**src/regfile_route_cfg.svh**
```systemverilog
// widths and pipeline depths are fixed at compile time and RR_MEM_W must equal RR_DAT_W
`ifndef REGFILE_ROUTE_CFG_SVH
`define REGFILE_ROUTE_CFG_SVH

// ----------------------------------------------------------------------------
// data path widths
// ----------------------------------------------------------------------------

// register word
`define RR_DAT_W 16
// memory word, same as the register word
`define RR_MEM_W 16
// data memory address
`define RR_ADDR_W 10

// ----------------------------------------------------------------------------
// scheduling
// ----------------------------------------------------------------------------

// write delay counter
`define RR_DLY_W 4
// one select bit per register
`define RR_NUM_GPR 8

// ----------------------------------------------------------------------------
// pipeline depths, counted in t_cs cycles
// ----------------------------------------------------------------------------

`define RR_IMM_STAGES 2
`define RR_MEM_STAGES 7
`define RR_INDIR_STAGES 2

`endif

```
**src/regfile_route_pkg.sv**
```systemverilog
// types follow the widths in the cfg header, so a width change there resizes every port
`include "regfile_route_cfg.svh"

package regfile_route_pkg;

	// ------------------------------------------------------------------------
	// data words
	// ------------------------------------------------------------------------

	// general register contents
	typedef logic [`RR_DAT_W-1:0] gpr_word_t;

	// data memory contents
	typedef logic [`RR_MEM_W-1:0] mem_word_t;

	// data memory address
	typedef logic [`RR_ADDR_W-1:0] mem_addr_t;

	// ------------------------------------------------------------------------
	// control
	// ------------------------------------------------------------------------

	// one-hot register select, bit n picks register n
	typedef logic [`RR_NUM_GPR-1:0] gpr_sel_t;

	// write delay count
	typedef logic [`RR_DLY_W-1:0] delay_t;

endpackage

```
**src/stage_delay.sv**
```systemverilog
// DEPTH must be one or more, and the whole chain holds while advance is low
module stage_delay #(
	parameter type payload_t = logic,
	parameter int DEPTH = 1,
	parameter payload_t RESET_VALUE = payload_t'(0)
) (
	input  logic     clk,
	input  logic     reset_b,
	input  logic     advance,
	input  payload_t d,
	output payload_t q
);

	// stage 0 takes d, the last stage drives q
	payload_t chain_q [DEPTH];

	if (DEPTH < 1) begin : g_depth_check
		$error("stage_delay needs DEPTH of at least one");
	end

	always_ff @(posedge clk or negedge reset_b) begin
		if (!reset_b) begin
			for (int i = 0; i < DEPTH; i++) begin
				chain_q[i] <= RESET_VALUE;
			end
		end else if (advance) begin
			chain_q[0] <= d;
			for (int i = 1; i < DEPTH; i++) begin
				chain_q[i] <= chain_q[i-1];
			end
		end
	end

	assign q = chain_q[DEPTH-1];

endmodule

```
**src/select_sched.sv**
```systemverilog
// selects are one-hot, and write selects are combinational from the counter and halt state
module select_sched (
	input  logic                        clk,
	input  logic                        reset_b,
	input  logic                        t_cs,
	input  logic                        halt_req,
	input  logic                        alu_done,
	input  regfile_route_pkg::delay_t   delay,
	input  logic                        delay_sel,
	input  regfile_route_pkg::gpr_sel_t src_rsel,
	input  regfile_route_pkg::gpr_sel_t src_wsel,
	input  regfile_route_pkg::gpr_sel_t dst_rsel,
	input  regfile_route_pkg::gpr_sel_t dst_wsel,
	input  logic                        dst_mod_wsel,
	output regfile_route_pkg::gpr_sel_t bus1_rsel,
	output regfile_route_pkg::gpr_sel_t bus2_rsel,
	output regfile_route_pkg::gpr_sel_t gprf_wsel,
	output logic                        gprf_mod_wsel
);

	// captured decoder selects
	regfile_route_pkg::gpr_sel_t src_rsel_q;
	regfile_route_pkg::gpr_sel_t dst_rsel_q;
	regfile_route_pkg::gpr_sel_t src_wsel_q;
	regfile_route_pkg::gpr_sel_t dst_wsel_q;
	logic                        dst_mod_wsel_q;

	// write scheduling
	regfile_route_pkg::delay_t   count_q;
	logic                        halt_q;
	logic                        capture;
	logic                        count_zero;
	logic                        count_one;

	assign capture    = t_cs && delay_sel;
	assign count_zero = (count_q == '0);
	assign count_one  = (count_q == regfile_route_pkg::delay_t'(1));

	// ------------------------------------------------------------------------
	// select capture
	// ------------------------------------------------------------------------

	always_ff @(posedge clk or negedge reset_b) begin
		if (!reset_b) begin
			src_rsel_q     <= '0;
			dst_rsel_q     <= '0;
			src_wsel_q     <= '0;
			dst_wsel_q     <= '0;
			dst_mod_wsel_q <= 1'b0;
		end else if (capture) begin
			src_rsel_q     <= src_rsel;
			dst_rsel_q     <= dst_rsel;
			src_wsel_q     <= src_wsel;
			dst_wsel_q     <= dst_wsel;
			dst_mod_wsel_q <= dst_mod_wsel;
		end
	end

	assign bus1_rsel = src_rsel_q;
	assign bus2_rsel = dst_rsel_q;

	// ------------------------------------------------------------------------
	// delay counter and halt
	// ------------------------------------------------------------------------

	// halt at zero pins the count, alu done forces a source write next
	always_ff @(posedge clk or negedge reset_b) begin
		if (!reset_b) begin
			count_q <= '0;
		end else if (halt_req && count_zero) begin
			count_q <= '0;
		end else if (alu_done) begin
			count_q <= regfile_route_pkg::delay_t'(1);
		end else if (t_cs && !delay_sel) begin
			// wraps past zero
			count_q <= count_q - regfile_route_pkg::delay_t'(1);
		end else if (t_cs && delay_sel) begin
			count_q <= delay;
		end
	end

	// not stalled by t_cs
	always_ff @(posedge clk or negedge reset_b) begin
		if (!reset_b) begin
			halt_q <= 1'b0;
		end else begin
			halt_q <= halt_req && count_zero;
		end
	end

	// ------------------------------------------------------------------------
	// write select timing
	// ------------------------------------------------------------------------

	// count one writes the source, count zero the destination
	always_comb begin
		gprf_wsel     = '0;
		gprf_mod_wsel = 1'b0;
		if (!halt_q && count_zero) begin
			gprf_wsel     = dst_wsel_q;
			gprf_mod_wsel = dst_mod_wsel_q;
		end else if (!halt_q && count_one) begin
			gprf_wsel     = src_wsel_q;
		end
	end

	// ------------------------------------------------------------------------
	// checks
	// ------------------------------------------------------------------------

	// at most one register written when the decoder gave one-hot selects
	a_wsel_onehot: assert property (
		@(posedge clk) disable iff (!reset_b)
		($onehot0(src_wsel_q) && $onehot0(dst_wsel_q)) |-> $onehot0(gprf_wsel)
	);

	// a halt at count zero keeps the write port quiet on the next cycle
	a_halt_quiet: assert property (
		@(posedge clk) disable iff (!reset_b)
		(halt_req && count_zero) |=> (gprf_wsel == '0 && !gprf_mod_wsel)
	);

endmodule

```
**src/data_steer.sv**
```systemverilog
// write data mux uses live mem_rdata, so memory must return data in the cycle the enable lands
`include "regfile_route_cfg.svh"

module data_steer (
	input  logic                          clk,
	input  logic                          reset_b,
	input  logic                          t_cs,
	input  logic                          imm_en,
	input  regfile_route_pkg::gpr_word_t  imm,
	input  logic                          mem_en_b,
	input  logic                          dst_indir_sel,
	input  regfile_route_pkg::mem_word_t  mem_rdata,
	input  regfile_route_pkg::gpr_word_t  gprf_rdata1,
	input  regfile_route_pkg::gpr_word_t  gprf_rdata2,
	output regfile_route_pkg::gpr_word_t  gprf_wdata,
	output regfile_route_pkg::mem_word_t  mem_wdata,
	output regfile_route_pkg::mem_addr_t  mem_addr
);

	regfile_route_pkg::gpr_word_t rdata1_q;
	regfile_route_pkg::gpr_word_t rdata2_q;
	regfile_route_pkg::gpr_word_t imm_q;
	logic                         imm_en_q;
	logic                         mem_en_b_q;
	logic                         indir_q;

	if (`RR_MEM_W != `RR_DAT_W) begin : g_width_check
		$error("memory word and register word widths differ");
	end

	// ------------------------------------------------------------------------
	// register file read capture, one stage
	// ------------------------------------------------------------------------

	always_ff @(posedge clk or negedge reset_b) begin
		if (!reset_b) begin
			rdata1_q <= '0;
			rdata2_q <= '0;
		end else if (t_cs) begin
			rdata1_q <= gprf_rdata1;
			rdata2_q <= gprf_rdata2;
		end
	end

	// ------------------------------------------------------------------------
	// decoder controls, each behind its own depth
	// ------------------------------------------------------------------------

	stage_delay #(
		.payload_t   (regfile_route_pkg::gpr_word_t),
		.DEPTH       (`RR_IMM_STAGES),
		.RESET_VALUE ('0)
	) i_imm_dly (
		.clk     (clk),
		.reset_b (reset_b),
		.advance (t_cs),
		.d       (imm),
		.q       (imm_q)
	);

	stage_delay #(
		.payload_t   (logic),
		.DEPTH       (`RR_IMM_STAGES),
		.RESET_VALUE (1'b0)
	) i_imm_en_dly (
		.clk     (clk),
		.reset_b (reset_b),
		.advance (t_cs),
		.d       (imm_en),
		.q       (imm_en_q)
	);

	// active low, so it comes out of reset disabled
	stage_delay #(
		.payload_t   (logic),
		.DEPTH       (`RR_MEM_STAGES),
		.RESET_VALUE (1'b1)
	) i_mem_en_dly (
		.clk     (clk),
		.reset_b (reset_b),
		.advance (t_cs),
		.d       (mem_en_b),
		.q       (mem_en_b_q)
	);

	stage_delay #(
		.payload_t   (logic),
		.DEPTH       (`RR_INDIR_STAGES),
		.RESET_VALUE (1'b0)
	) i_indir_dly (
		.clk     (clk),
		.reset_b (reset_b),
		.advance (t_cs),
		.d       (dst_indir_sel),
		.q       (indir_q)
	);

	// ------------------------------------------------------------------------
	// outputs
	// ------------------------------------------------------------------------

	// immediate wins over memory, register port 1 is the fallback
	always_comb begin
		if (imm_en_q) begin
			gprf_wdata = imm_q;
		end else if (!mem_en_b_q) begin
			gprf_wdata = mem_rdata;
		end else begin
			gprf_wdata = rdata1_q;
		end
	end

	assign mem_wdata = rdata1_q;
	assign mem_addr  = indir_q ? rdata2_q[`RR_ADDR_W-1:0] : '0;

	// a stalled cycle leaves the memory outputs where they were
	a_mem_hold_on_stall: assert property (
		@(posedge clk) disable iff (!reset_b)
		!t_cs |=> ($stable(mem_addr) && $stable(mem_wdata))
	);

endmodule

```
**src/regfile_route_top.sv**
```systemverilog
// both stages share t_cs as their only stall, and nothing passes between them
module regfile_route_top (
	input  logic                          clk,
	input  logic                          reset_b,
	input  logic                          t_cs,

	// scheduling controls
	input  logic                          halt_req,
	input  logic                          alu_done,
	input  regfile_route_pkg::delay_t     delay,
	input  logic                          delay_sel,

	// decoder selects
	input  regfile_route_pkg::gpr_sel_t   src_rsel,
	input  regfile_route_pkg::gpr_sel_t   src_wsel,
	input  regfile_route_pkg::gpr_sel_t   dst_rsel,
	input  regfile_route_pkg::gpr_sel_t   dst_wsel,
	input  logic                          dst_mod_wsel,

	// decoder data controls
	input  logic                          imm_en,
	input  regfile_route_pkg::gpr_word_t  imm,
	input  logic                          mem_en_b,
	input  logic                          dst_indir_sel,

	// memory and register file data
	input  regfile_route_pkg::mem_word_t  mem_rdata,
	input  regfile_route_pkg::gpr_word_t  gprf_rdata1,
	input  regfile_route_pkg::gpr_word_t  gprf_rdata2,
	output regfile_route_pkg::gpr_word_t  gprf_wdata,
	output regfile_route_pkg::mem_word_t  mem_wdata,
	output regfile_route_pkg::mem_addr_t  mem_addr,

	// register file selects
	output regfile_route_pkg::gpr_sel_t   bus1_rsel,
	output regfile_route_pkg::gpr_sel_t   bus2_rsel,
	output regfile_route_pkg::gpr_sel_t   gprf_wsel,
	output logic                          gprf_mod_wsel
);

	select_sched i_select_sched (
		.clk           (clk),
		.reset_b       (reset_b),
		.t_cs          (t_cs),
		.halt_req      (halt_req),
		.alu_done      (alu_done),
		.delay         (delay),
		.delay_sel     (delay_sel),
		.src_rsel      (src_rsel),
		.src_wsel      (src_wsel),
		.dst_rsel      (dst_rsel),
		.dst_wsel      (dst_wsel),
		.dst_mod_wsel  (dst_mod_wsel),
		.bus1_rsel     (bus1_rsel),
		.bus2_rsel     (bus2_rsel),
		.gprf_wsel     (gprf_wsel),
		.gprf_mod_wsel (gprf_mod_wsel)
	);

	data_steer i_data_steer (
		.clk           (clk),
		.reset_b       (reset_b),
		.t_cs          (t_cs),
		.imm_en        (imm_en),
		.imm           (imm),
		.mem_en_b      (mem_en_b),
		.dst_indir_sel (dst_indir_sel),
		.mem_rdata     (mem_rdata),
		.gprf_rdata1   (gprf_rdata1),
		.gprf_rdata2   (gprf_rdata2),
		.gprf_wdata    (gprf_wdata),
		.mem_wdata     (mem_wdata),
		.mem_addr      (mem_addr)
	);

endmodule

```
**config.mk**
```make
export PLATFORM = sky130hd
export DESIGN_NAME = regfile_route_top
export DESIGN_NICKNAME = d
export VERILOG_FILES = /design/src/regfile_route_pkg.sv /design/src/stage_delay.sv /design/src/select_sched.sv /design/src/data_steer.sv /design/src/regfile_route_top.sv
export VERILOG_INCLUDE_DIRS = /design/src /design/src/src
export SDC_FILE = /design/constraint.sdc
export NUM_CORES = 1
export LEC_CHECK = 0
export ABC_AREA = 1
export BUFFER_PORTS_ARGS = -buffer_cell sky130_fd_sc_hd__buf_2
export CORE_MARGIN = 10
export CORE_UTILIZATION = 49
export DETAILED_ROUTE_END_ITERATION = 16
export GPL_ROUTABILITY_DRIVEN = 0
export GPL_TIMING_DRIVEN = 0
export PLACE_DENSITY = 0.88
export SLEW_MARGIN = 10
export SYNTH_ARGS = -nofsm -noshare
export SYNTH_HDL_FRONTEND = slang
export SYNTH_SLANG_ARGS = --single-unit
export TNS_END_PERCENT = 20
```
**constraint.sdc**
```tcl
create_clock -name clk -period 1.4 [get_ports clk]
set_input_delay 0.14 -clock clk [delete_from_list [all_inputs] [get_ports clk]]
set_output_delay 0.14 -clock clk [all_outputs]
set_load 0.02 [all_outputs]
```
# --- After elaboration in Yosys (flattened, before gate mapping) ---
# Cells that the tools add are included.
word_totals:
  reg_bits: 107
  elab_cells: 43
  in_bits: 110
  output_inout_bits: 67
classes:
  n_eq_ne: 1
  reduce_logical: 9
  n_mux: 10
  add_sub_neg: 1
ops:
  columns: ["op", "n"]
  rows:
  - ["two-way mux 16 bit", 2]
  - ["two-way mux 4 bit", 4]
  - ["two-way mux 8 bit", 2]
  - ["two-way mux 10 bit", 1]
  - ["logical AND 1 bit", 5]
  - ["equality test 4 x 1 -> 1 bit, second input constant", 1]
  - ["logical NOT 4 bit", 1]
  - ["nonzero test 4 bit", 1]
  - ["subtractor 4 x 1 -> 4 bit, second input constant", 1]
  - ["logical NOT 1 bit", 2]
  - ["two-way mux 1 bit", 1]

# --- Longest topological paths before layout ---
# Gate-level depths: netlist of run 1.
depth:
  word_depth: 5
  depth_mapped: 7

# --- Modules after synthesis ---
# Synthesis of run 1 repeated with hierarchy kept, for this count alone.
hier_totals:
  hier_cells: 587
  area_unflattened_um2: 5272.6
by_module_without_submodules:
  columns: ["module", "cells_each", "n_inst", "area_each_um2", "seq_area_each_um2"]
  rows:
  - ["select_sched", 152, 1, 1785.5, 950.9]
  - ["data_steer", 235, 1, 1641.6, 650.6]
  - ["stage_delay at i_data_steer.i_imm_dly", 152, 1, 1415.1, 800.8]
  - ["stage_delay at i_data_steer.i_mem_en_dly", 30, 1, 277.8, 183.9]
  - ["stage_delay at i_data_steer.i_imm_en_dly ...", 9, 2, 76.3, 50.0]

# --- Least setup slack after synthesis of run 1 ---
# Ideal clock, no wire load.
synth_timing:
  kind: "flip-flop to output port"
  startpoint: "reg i_select_sched.count_q[0]"
  endpoint: "out gprf_wsel[0]"
  arrival_time_ps: 1491
  setup_slack_ps: -231
  path_stages_with_launch: 6
  path_cell_list: "dfrtp_1 > inv_1 > ha_1 > nand3b_4 > buf_2 > o21ai_0"
synth_between:
  elab_chain_len: 4
  word_cells_on_any_way: 6
synth_rtl:
  columns: ["element", "line_no", "source"]
  rows:
  - ["start: declaration", "select_sched.sv:29", "regfile_route_pkg::delay_t count_q;"]
  - ["start signal: assignment", "select_sched.sv:73", "count_q <= regfile_route_pkg::delay_t'(1);"]
  - ["start signal: assignment", "select_sched.sv:76", "count_q <= count_q - regfile_route_pkg::delay_t'(1);"]
  - ["start signal: assignment", "select_sched.sv:78", "count_q <= delay;"]
  - ["equality test 4 x 1 -> 1 bit", "select_sched.sv:37", "assign count_one = (count_q == regfile_route_pkg::delay_t'(1));"]
  - ["logical AND 1 bit", "select_sched.sv:102", "end else if (!halt_q && count_one) begin"]
  - ["two-way mux 8 bit", "select_sched.sv:102", null]
  - ["two-way mux 8 bit (*)", "select_sched.sv:99", "if (!halt_q && count_zero) begin"]
  - ["end: declaration", "regfile_route_top.sv:37", "output regfile_route_pkg::gpr_sel_t gprf_wsel,"]
# Every way passes the cells marked *; elsewhere a longest branch is shown, timed or not.

# --- Worst setup path in the final report of run 1 ---
layout_timing:
  startpoint: "reg i_select_sched.count_q[1]"
  endpoint: "out gprf_wsel[1]"
# The elaborated chain is that of the path after synthesis.

==> impl_metrics.json, run 1 <==
{
  "wirelength_mm": 15.5,
  "postSynthNetCount": 635,
  "cts_root_buffer": "clkbuf_8",
  "nets": 878,
  "peakVddDrop_mv": 0.574,
  "dpl-instance-area_um2": 5830,
  "placedCellCount": 826,
  "largest_net_degree_at_the_start_of_global_routing": 93,
  "share_of_post_route_cells_with_drive_strength_above_1": 0.344,
  "synthCells": 523,
  "drt_iter0_drc": 362,
  "mostFrequentLayoutCells": "nand2_1, buf_2, dfrtp_1",
  "min_period_ns": 1.87,
  "final-setup-viol-count": 25,
  "drt-pass1-iter-count": 5,
  "most_common_library_cell_in_the_layout_ignoring_fill_and_taps": "nand2_1",
  "worst_setup_hold_path_clk_slew_ns": 0.10,
  "worst_setup_path_start_kind": "flop",
  "max_slew_margin": 0.693,
  "critical_path_arrival_ns": 1.73,
  "fin_tns_setup_ns": -8.38,
  "ys_warn_count": 0,
  "synth_seq_area_share": 0.561,
  "grt_pass1_vias": 4987,
  "fillerInstances": 738,
  "ant_nets": 0,
  "design.die.area_um2": 14100,
  "design.portCount": 177,
  "cts-root-to-sink-buffers": 2,
  "post_synth_instance_area_um2": 4790,
  "report.final.hold_viol_count": 0,
  "wl_per_cell_um": 17.1,
  "yosys-top-cells-area": "dfrtp_1, nand2_1, o21ai_0, mux2_4, inv_1",
  "power-per-cell-area_nw_per_um2": 1170,
  "status": "finished with violations",
  "dieWidth_um": 119,
  "regToRegSetupSlack_ns": 0.04,
  "clock_skew_ns": 0.00852,
  "synth.top_cell.area_share": 0.523,
  "groute.usage.overall": 0.213,
  "globalRouteOverflowTotal": 0,
  "cp.required_ns": 1.26,
  "number_of_antenna_violations_at_the_first_check_in_global_routing": 1,
  "ys_types": 23,
  "finalCritPeriodShare": 1.34,
  "clkSinkCount": 107,
  "final_design_area_no_fill_um2": 6820,
  "regArea_um2": 2690,
  "worstPathMaxFanout": 8,
  "hold-worst-slack_ns": 0.00935,
  "post-dp-hpwl_mm": 10.5,
  "criticalPathCategory": "reg -> out",
  "cts-buffers-inserted": 9,
  "final_max_slew_viol_count": 0,
  "port_buffers": 169,
  "initial_utilization": 0.497,
  "number_of_vias_per_cell": 5.04,
  "syn_area_per_cell_um2": 9.15,
  "crit_path_end_kind": "output port",
  "tritoncts": "done",
  "timing.final.ws_setup_ns": -0.471,
  "actual_transition_at_the_worst_max_transition_pin_ns": 0.460,
  "drc_errors": 0,
  "insertion_delay_to_the_later_sink_of_the_worst_skew_pair_ns": 0.35,
  "flops_latches_synth": 107,
  "placementRows": 36,
  "violations": "negative setup slack",
  "rsz0062_at_grt": "yes",
  "flow.area_growth_from_synthesis_pct": 42.4,
  "grt_first_pass_wirelength_mm": 24.7,
  "h-tree-depth": 3,
  "core_area_um2": 9640,
  "leakagePower_nw": 3.66,
  "footprint_of_the_multi_input_gates_um2": 1770,
  "routed-via-count": 4563,
  "utilization_of_the_core_after_routing": 0.707,
  "f_max_mhz": 535,
  "final_cells": 906,
  "die_height_um": 119,
  "synth.largest_area_cell": "dfrtp_1",
  "max_cap_viol_count": 0,
  "hp-class": "in -> reg"
}
==> registers in the layout (all words and copies together) (netlist names) <==
name,count
i_select_sched.dst_mod_wsel_q,1
i_data_steer.i_imm_dly.q,16
i_data_steer.i_mem_en_dly.chain_q,6
i_data_steer.i_imm_en_dly.chain_q,1
i_data_steer.i_imm_en_dly.q,1
i_select_sched.bus2_rsel,8
i_data_steer.mem_wdata,16
i_select_sched.count_q,4
i_select_sched.bus1_rsel,8
i_select_sched.halt_q,1
i_select_sched.dst_wsel_q,8
i_select_sched.src_wsel_q,8
i_data_steer.i_indir_dly.chain_q,1
i_data_steer.i_mem_en_dly.q,1
i_data_steer.i_indir_dly.q,1
i_data_steer.rdata2_q,10
i_data_steer.i_imm_dly.chain_q,16
==> kinds of logic after synthesis <==
logic type,Yosys count,share of synthesized area
AND/OR/NAND/NOR,207,0.174
flip-flops,107,0.561
buffers and inverters,92,0.0839
AO/OA/AOI/OAI,91,0.104
multiplexers,24,0.0721
adder cells (fa/ha/maj),2,0.00523
==> critical path, cell delays in order (launching register included) <==
cell	delay, ns
dfrtp_1	0.43
inv_2	0.12
ha_4	0.17
nand3b_4	0.16
buf_6	0.19
o21ai_1	0.15
buf_4	0.17
==> layout make-up <==
cell class / instances / area share
sequential: 107 / 0.394
multi-input combinational: 324 / 0.260
timing repair buffer: 233 / 0.227
inverter: 63 / 0.0347
buffer: 28 / 0.0288
tap: 133 / 0.0244
clock buffer: 12 / 0.0228
clock inverter: 4 / 0.00716
antenna: 2 / 0.000734
==> routing by layer <==
| layer | wire length, um | global-route usage | vias to the layer above | part of all wire |
|---|---|---|---|---|
| met3 | 964 | 0.0477 | 59 | 0.062 |
| met2 | 7930 | 0.365 | 208 | 0.51 |
| li1 | - | - | 2138 | - |
| met1 | 5880 | 0.239 | 2158 | 0.38 |
| met4 | 677 | 0.124 | 0 | 0.044 |
| met5 | 0 | 0 | - | 0 |
==> path summary, 6_finish.rpt <==
| path | end | depth (start not counted) | start |
|---|---|---|---|
| worst max-delay path | gprf_wsel[1] | 6 | i_select_sched.count_q[1]$_DFFE_PN0P_ |
| worst min-delay path | i_select_sched.bus2_rsel[0]$_DFFE_PN0P_ | 2 | dst_rsel[0] |
| worst max register to register | i_select_sched.count_q[1]$_DFFE_PN0P_ | 7 | i_select_sched.count_q[1]$_DFFE_PN0P_ |
| worst min register to register | i_data_steer.i_mem_en_dly.chain_q[4]$_DFFE_PN1P_ | 2 | i_data_steer.i_mem_en_dly.chain_q[5]$_DFFE_PN1P_ |
| max in group asynchronous | i_data_steer.i_mem_en_dly.chain_q[1]$_DFFE_PN1P_ | 3 | reset_b |
| min in group asynchronous | i_select_sched.bus2_rsel[5]$_DFFE_PN0P_ | 2 | reset_b |
==> metrics by stage <==
stage / setup WS (ns) / total power, mW
3_5_place_dp: -0.212 / 5.63
6_report: -0.471 / 7.96
2_1_floorplan: -0.0871 / 4.85
5_1_grt: -0.544 / 8.34
3_3_place_gp: -0.909 / 5.53
4_1_cts: -0.424 / 7.88
==> cells in the mapped netlist (all sizes together) <==
library cell,number
o211ai,16
nand2,174
inv,63
clkbuf,6
ha,2
dfstp,7
nand3,15
nor2,16
dfrtp,100
a21oi,9
nand3b,2
o21ai,66
mux2,24
buf,23
==> timing repair <==
action,CTS,global route
buffers inserted,5,1
hold endpoints to repair,151,3
hold buffers,52,3
setup endpoints to repair,38,32
gates cloned,2,0
resized for setup,47,20
pin swaps,7,5
==> where the power goes <==
group / total (mW) / switching (mW) / internal (mW)
Clock: 1.95 / 1.02 / 0.925
Sequential: 3.66 / 0.200 / 3.46
Combinational: 2.36 / 1.34 / 1.02
Total: 7.96 / 2.56 / 5.40
(Power assumes the default switching activity.)
==> run 2: changes to the inputs <==
Settings changed: ABC_AREA 1 to not set, PLACE_DENSITY 0.88 to 0.89.
==> run 2 against run 1 <==
Compared with the run above: the flow still finishes with violations (negative setup slack); wire length is 13% lower; sequential share of layout area is 2.9 points higher; global-route usage is 2.1 points lower; worst hold slack better by 0.0012 ns; design area is 6.8% lower; via count is 23% lower; first-iteration DRC count is 65% lower; clock power is 14% lower; clock skew is 0.0087 ns higher; core utilization is 1.3 points lower; die area is 3.9% lower; non-clock buffer count is 29 lower; highest routed layer is now met5.
==> impl_metrics.json, run 2 <==
{
  "f_max_mhz": 534,
  "tritoncts": "done",
  "cts-buffers-inserted": 9,
  "rsz0062_at_grt": "yes",
  "grt_first_pass_wirelength_mm": 20.3,
  "clock_skew_ns": 0.0172,
  "report.final.hold_viol_count": 0,
  "peakVddDrop_mv": 0.685,
  "ant_nets": 0,
  "grt_pass1_vias": 4050,
  "critical_path.cell_chain": "inv_2, ha_4, nor4b_4, buf_4, a22o_1, buf_6",
  "synth.top_cell.area_share": 0.548,
  "placementRows": 35,
  "cp.required_ns": 1.26,
  "violations": "negative setup slack",
  "post_synth_instance_area_um2": 4570,
  "flow.area_growth_from_synthesis_pct": 39.2,
  "cts_root_buffer": "clkbuf_8",
  "status": "finished with violations",
  "crit_path_end_kind": "output port",
  "critical_path_arrival_ns": 1.73,
  "max_cap_viol_count": 0,
  "worst_setup_hold_path_clk_slew_ns": 0.10,
  "p_total_mw": 8.02,
  "worst_path_largest_cell_delay_ns": 0.45,
  "most_common_library_cell_in_the_layout_ignoring_fill_and_taps": "buf_2",
  "ys_warn_count": 0,
  "max_slew_margin": 0.656,
  "postSynthNetCount": 439,
  "clkSinkCount": 107,
  "port_buffers": 168,
  "min_period_ns": 1.87,
  "utilization_of_the_core_after_routing": 0.694,
  "core_area_um2": 9150,
  "worst_setup_path_start_kind": "flop",
  "number_of_antenna_violations_at_the_first_check_in_global_routing": 2,
  "actual_transition_at_the_worst_max_transition_pin_ns": 0.516,
  "synth_compound_gate_area_share": 0.0466,
  "mostFrequentLayoutCells": "buf_2, mux2_2, dfrtp_1",
  "yosys-top-cells-area": "dfrtp_1, mux2_2, dfstp_2, mux2i_1, o21ai_0",
  "final-setup-viol-count": 26,
  "nets": 662,
  "cts-root-to-sink-buffers": 2,
  "die_height_um": 117,
  "final_max_slew_viol_count": 0,
  "flops_latches_synth": 107,
  "drt_iter0_drc": 126,
  "async_flop_share": 1.00,
  "post_synth_mux_area_share": 0.287,
  "synth_area_in_xor_xnor": 0,
  "timing.final.ws_setup_ns": -0.471,
  "p_clk_frac": 0.209,
  "synth.largest_area_cell": "dfrtp_1",
  "internal_power_mw": 5.43,
  "criticalPathCategory": "reg -> out",
  "worst_path_max_delay_cell": "dfrtp_2",
  "fin_tns_setup_ns": -9.46,
  "h-tree-depth": 3,
  "synth_commonest_cells": "mux2_2, dfrtp_1, nand2_1, o21ai_0, mux2i_1",
  "netSwitchingFraction": 0.323,
  "insertion_delay_to_the_later_sink_of_the_worst_skew_pair_ns": 0.37,
  "power-per-cell-area_nw_per_um2": 1260,
  "initial_utilization": 0.499,
  "routed-via-count": 3520,
  "synth_edf_count": 0,
  "wirelength_mm": 13.4,
  "synth-simple-area-share": 0.0504,
  "ys_types": 25,
  "design.portCount": 177,
  "synth.most_common_cell": "mux2_2",
  "post-dp-hpwl_mm": 9.38,
  "synth_seq_area_share": 0.588,
  "syn_area_per_cell_um2": 14.0,
  "synth_top_family_by_area": "multiplexers",
  "combinationalPowerShare": 0.317,
  "drt-pass1-iter-count": 4,
  "dieWidth_um": 117,
  "hp-class": "in -> reg",
  "share_of_post_route_cells_with_drive_strength_above_1": 0.598,
  "globalRouteOverflowTotal": 0,
  "synthCells": 327,
  "drc_errors": 0,
  "finalCritPeriodShare": 1.34,
  "pre_cts_setup_slack_ns": -0.351,
  "seq_power_share": 0.475,
  "adder_and_majority_gate_portion_of_the_synthesized_area": 0.00548,
  "switchingPower_mw": 2.59,
  "leakagePower_nw": 3.01,
  "final_cells": 671,
  "number_of_vias_per_cell": 5.25,
  "groute.usage.overall": 0.191,
  "placedCellCount": 607,
  "design.die.area_um2": 13600,
  "worstPathMaxFanout": 6,
  "synth-main-ff-cell": "dfrtp_1",
  "wl_per_cell_um": 19.9,
  "largest_net_degree_at_the_start_of_global_routing": 79
}
-- run 2: changes by cell type after synthesis, moves of 10 or more --
cell,previous run,this run
nand2_1,173,18
mux2_2,2,102
inv_1,63,3
o21ai_0,64,18
mux2_4,20,0
mux2i_1,0,16
o211ai_1,16,0
nand3_1,15,0
and2_1,0,12
nor2_1,14,4
-- run 2: what timing repair did --
action	4_1_cts	5_1_grt
hold endpoints to repair	59	7
setup endpoints to repair	36	38
pin swaps	11	0
setup buffers	6	1
hold buffers	31	7
gates resized for setup	35	14
-- run 2: cells by family after synthesis --
family	Yosys count
and+or+nand+nor	43
DFF	107
AOI/OAI and AO/OA	34
muxes	118
adders and majority gates	2
buffers and inverters	23
-- run 2: power groups by stage --
stage	combinational [mW]	sequential, mW	clock, mW
after CTS	2.47	3.79	1.69
after floorplan	1.30	3.90	0
after detailed placement	2.22	3.83	0
final	2.54	3.81	1.67
after global placement	2.14	3.79	0
after global routing	2.71	3.86	1.83
-- run 2: worst paths after layout --
path,from,end,slack [ns],cells after the start
min reg2reg,i_select_sched.bus1_rsel[2]$_DFFE_PN0P_,i_select_sched.bus1_rsel[2]$_DFFE_PN0P_,0.51,1
min,gprf_rdata2[3],i_data_steer.rdata2_q[3]$_DFFE_PN0P_,0.01,2
max in group asynchronous,reset_b,i_data_steer.i_mem_en_dly.chain_q[1]$_DFFE_PN1P_,0.48,3
max reg2reg,i_select_sched.count_q[0]$_DFFE_PN0P_,i_select_sched.count_q[3]$_DFFE_PN0P_,-0.20,3
max,i_select_sched.count_q[0]$_DFFE_PN0P_,gprf_wsel[3],-0.47,6
min in group asynchronous,reset_b,i_data_steer.mem_wdata[1]$_DFFE_PN0P_,0.23,2
-- run 2: area by class of cell --
class | count | area [um^2]
sequential | 107 | 2690
inverter | 3 | 11.3
tap | 111 | 139
buffer | 18 | 111
antenna | 5 | 12.5
fill | 630 | 2800
timing repair buffer | 214 | 1390
clock buffer | 12 | 135
multi-input combinational | 197 | 1840
clock inverter | 4 | 27.5
-- run 2: worst max-delay path: cells and delay by family, from the launching register on --
family	cells	cell delay [ns]
fa+ha+maj	1	0.13
buf+inv	3	0.39
compound gates	1	0.17
simple gates	1	0.21
flops	1	0.45
-- run 2: per-stage QoR --
stage / area (um^2) / hold WS, ns
floorplan: 4610 / -0.156
global placement: 5590 / 0.371
detailed placement: 5630 / 0.0342
CTS: 6240 / 0.0000101
global route: 6350 / 0.000807
finish: 6360 / 0.0105
-- run 2: per-layer routing --
layer / GRT usage / vias up / part of all wire / wire length, um
li1: - / 1607 / - / -
met1: 0.200 / 1761 / 0.36 / 4750
met2: 0.348 / 110 / 0.56 / 7490
met3: 0.0421 / 40 / 0.047 / 635
met4: 0.107 / 2 / 0.037 / 489
met5: 0 / - / 0.00052 / 7
==> run 3: changes to the inputs <==
Settings changed: SETUP_SLACK_MARGIN set to 0.4.
==> run 3 against run 2 <==
Compared with the run above: largest cell class unchanged; final cell count is 4.3% lower; worst hold slack worse by 0.0032 ns; critical path depth stayed put; combinational power is 32% higher; wire length is 0.90% lower; register-to-register slack worse by 0.09 ns; the run still ends with negative setup slack left.
==> impl_metrics.json, run 3 (same netlist as run 2, synthesis figures left out) <==
{
  "cts-root-to-sink-buffers": 2,
  "clock_skew_ns": 0.0164,
  "drc_errors": 0,
  "finalCritPeriodShare": 1.34,
  "most_common_library_cell_in_the_layout_ignoring_fill_and_taps": "buf_2",
  "launching_instance_or_port_of_the_critical_path": "i_select_sched.count_q[0]$_DFFE_PN0P_",
  "critical_path.reg2reg.startpoint": "i_select_sched.count_q[0]$_DFFE_PN0P_",
  "report.final.hold_viol_count": 0,
  "worstPathMaxFanout": 8,
  "fillerInstances": 543,
  "status": "finished with violations",
  "placementRows": 35,
  "dpl-instance-area_um2": 5650,
  "core_area_um2": 9150,
  "final-setup-viol-count": 26,
  "initial_utilization": 0.499,
  "port_buffers": 168,
  "globalRouteOverflowTotal": 0,
  "final_design_area_no_fill_um2": 6740,
  "max_cap_viol_count": 0,
  "share_of_post_route_cells_with_drive_strength_above_1": 0.684,
  "dieWidth_um": 117,
  "groute.usage.overall": 0.189,
  "p_total_mw": 9.28,
  "regToRegSetupSlack_ns": -0.29,
  "drt-pass1-iter-count": 4,
  "flow.area_growth_from_synthesis_pct": 47.6,
  "final_cells": 642,
  "actual_transition_at_the_worst_max_transition_pin_ns": 0.544,
  "design.die.area_um2": 13600,
  "hold-worst-slack_ns": 0.00731,
  "leakagePower_nw": 3.11,
  "cts_root_buffer": "clkbuf_8",
  "criticalPathCategory": "reg -> out",
  "insertion_delay_to_the_later_sink_of_the_worst_skew_pair_ns": 0.36,
  "routed-via-count": 3444,
  "timing.final.ws_setup_ns": -0.472,
  "final_max_slew_viol_count": 0,
  "rsz0062_at_grt": "yes",
  "placedCellCount": 607,
  "crit_path_end_kind": "output port",
  "mostFrequentLayoutCells": "buf_2, mux2_2, dfrtp_1",
  "post-dp-hpwl_mm": 9.23,
  "antenna_cells_inserted": 0,
  "cts-buffers-inserted": 9,
  "peakVddDrop_mv": 0.762,
  "wl_per_cell_um": 20.6,
  "h-tree-depth": 3,
  "worst_setup_hold_path_clk_slew_ns": 0.12,
  "worst_setup_path_start_kind": "flop",
  "ant_nets": 0,
  "die_height_um": 117,
  "worst_hold_startpoint": "gprf_rdata1[4]",
  "number_of_antenna_violations_at_the_first_check_in_global_routing": 0,
  "number_of_vias_per_cell": 5.36,
  "power-per-cell-area_nw_per_um2": 1380,
  "violations": "negative setup slack",
  "clkSinkCount": 107,
  "drt_iter0_drc": 143,
  "grt_pass1_vias": 3870,
  "hp-class": "in -> reg",
  "grt_first_pass_wirelength_mm": 19.9,
  "cp.required_ns": 1.26,
  "design.portCount": 177,
  "max_slew_margin": 0.637,
  "nets": 638,
  "min_period_ns": 1.87,
  "f_max_mhz": 534,
  "wirelength_mm": 13.3,
  "tritoncts": "done",
  "fin_tns_setup_ns": -11.00,
  "critical_path_arrival_ns": 1.73,
  "largest_net_degree_at_the_start_of_global_routing": 81
}
==> run 3: cell types whose count changed in the layout (fill, tap and decap cells not counted), moves of 8 or more <==
cell           delta
and2_4           +10
dlygate4sd3_1    -28
mux2i_1          -10
mux2i_4           +8
buf_6            +48
buf_2            -54
and2_1           -10
==> run 3: final timing paths <==
check / cells past startpoint / to
setup / recovery: 6 / gprf_wsel[5]
hold / removal: 2 / i_data_steer.mem_wdata[4]$_DFFE_PN0P_
setup reg to reg: 4 / i_select_sched.count_q[3]$_DFFE_PN0P_
hold reg to reg: 1 / i_data_steer.i_imm_dly.q[8]$_DFFE_PN0P_
max in group asynchronous: 3 / i_data_steer.i_mem_en_dly.chain_q[2]$_DFFE_PN1P_
min in group asynchronous: 2 / i_data_steer.mem_wdata[0]$_DFFE_PN0P_
==> run 3: per-layer routing <==
| metal | vias up | wire (um) | track usage |
|---|---|---|---|
| met4 | 0 | 444 | 0.0792 |
| met2 | 108 | 7500 | 0.360 |
| li1 | 1549 | - | - |
| met5 | - | 0 | 0 |
| met1 | 1756 | 4630 | 0.192 |
| met3 | 31 | 682 | 0.0452 |
==> run 3: where the power goes <==
| part | total (mW) | switching, mW | leakage, nW | internal [mW] |
|---|---|---|---|---|
| clock | 2.10 | 1.03 | 0.107 | 1.06 |
| sequential | 3.82 | 0.290 | 1.25 | 3.53 |
| combinational | 3.36 | 1.49 | 1.75 | 1.88 |
| total | 9.28 | 2.81 | 3.11 | 6.47 |
==> run 3: metrics by stage <==
step / util / worst slack, ns
4_1_cts: 0.723 / -0.467
3_3_place_gp: 0.614 / -0.909
5_1_grt: 0.736 / -0.539
6_report: 0.736 / -0.472
2_1_floorplan: - / -0.0256
3_5_place_dp: 0.618 / -0.289
==> run 3: final cells by class <==
cell class                      count  area, um^2  share of cell area
Buffer                             20         163              0.0241
Clock buffer                       12         145              0.0215
Sequential cell                   107        2690               0.399
Clock inverter                      4        76.3              0.0113
Multi-Input combinational cell    197        2020               0.300
Timing Repair Buffer              188        1500               0.222
Tap cell                          111         139              0.0206
Inverter                            3        11.3             0.00167
==> run 3: timing repair <==
| action | in CTS | in global routing |
|---|---|---|
| endpoints found under the setup margin | 129 | 92 |
| pin swaps | 13 | 6 |
| setup buffers | 7 | 1 |
| resized for setup | 176 | 21 |
| gates cloned | 1 | 0 |
| hold buffers | 8 | 2 |
| endpoints found under the hold margin | 34 | 2 |
==> run 3: worst max-delay path, cell delays in order (launching register included) <==
cell	delay (ns)
dfrtp_1	0.43
buf_6	0.14
ha_4	0.15
and3_4	0.17
clkbuf_8	0.16
a22o_1	0.19
buf_6	0.13
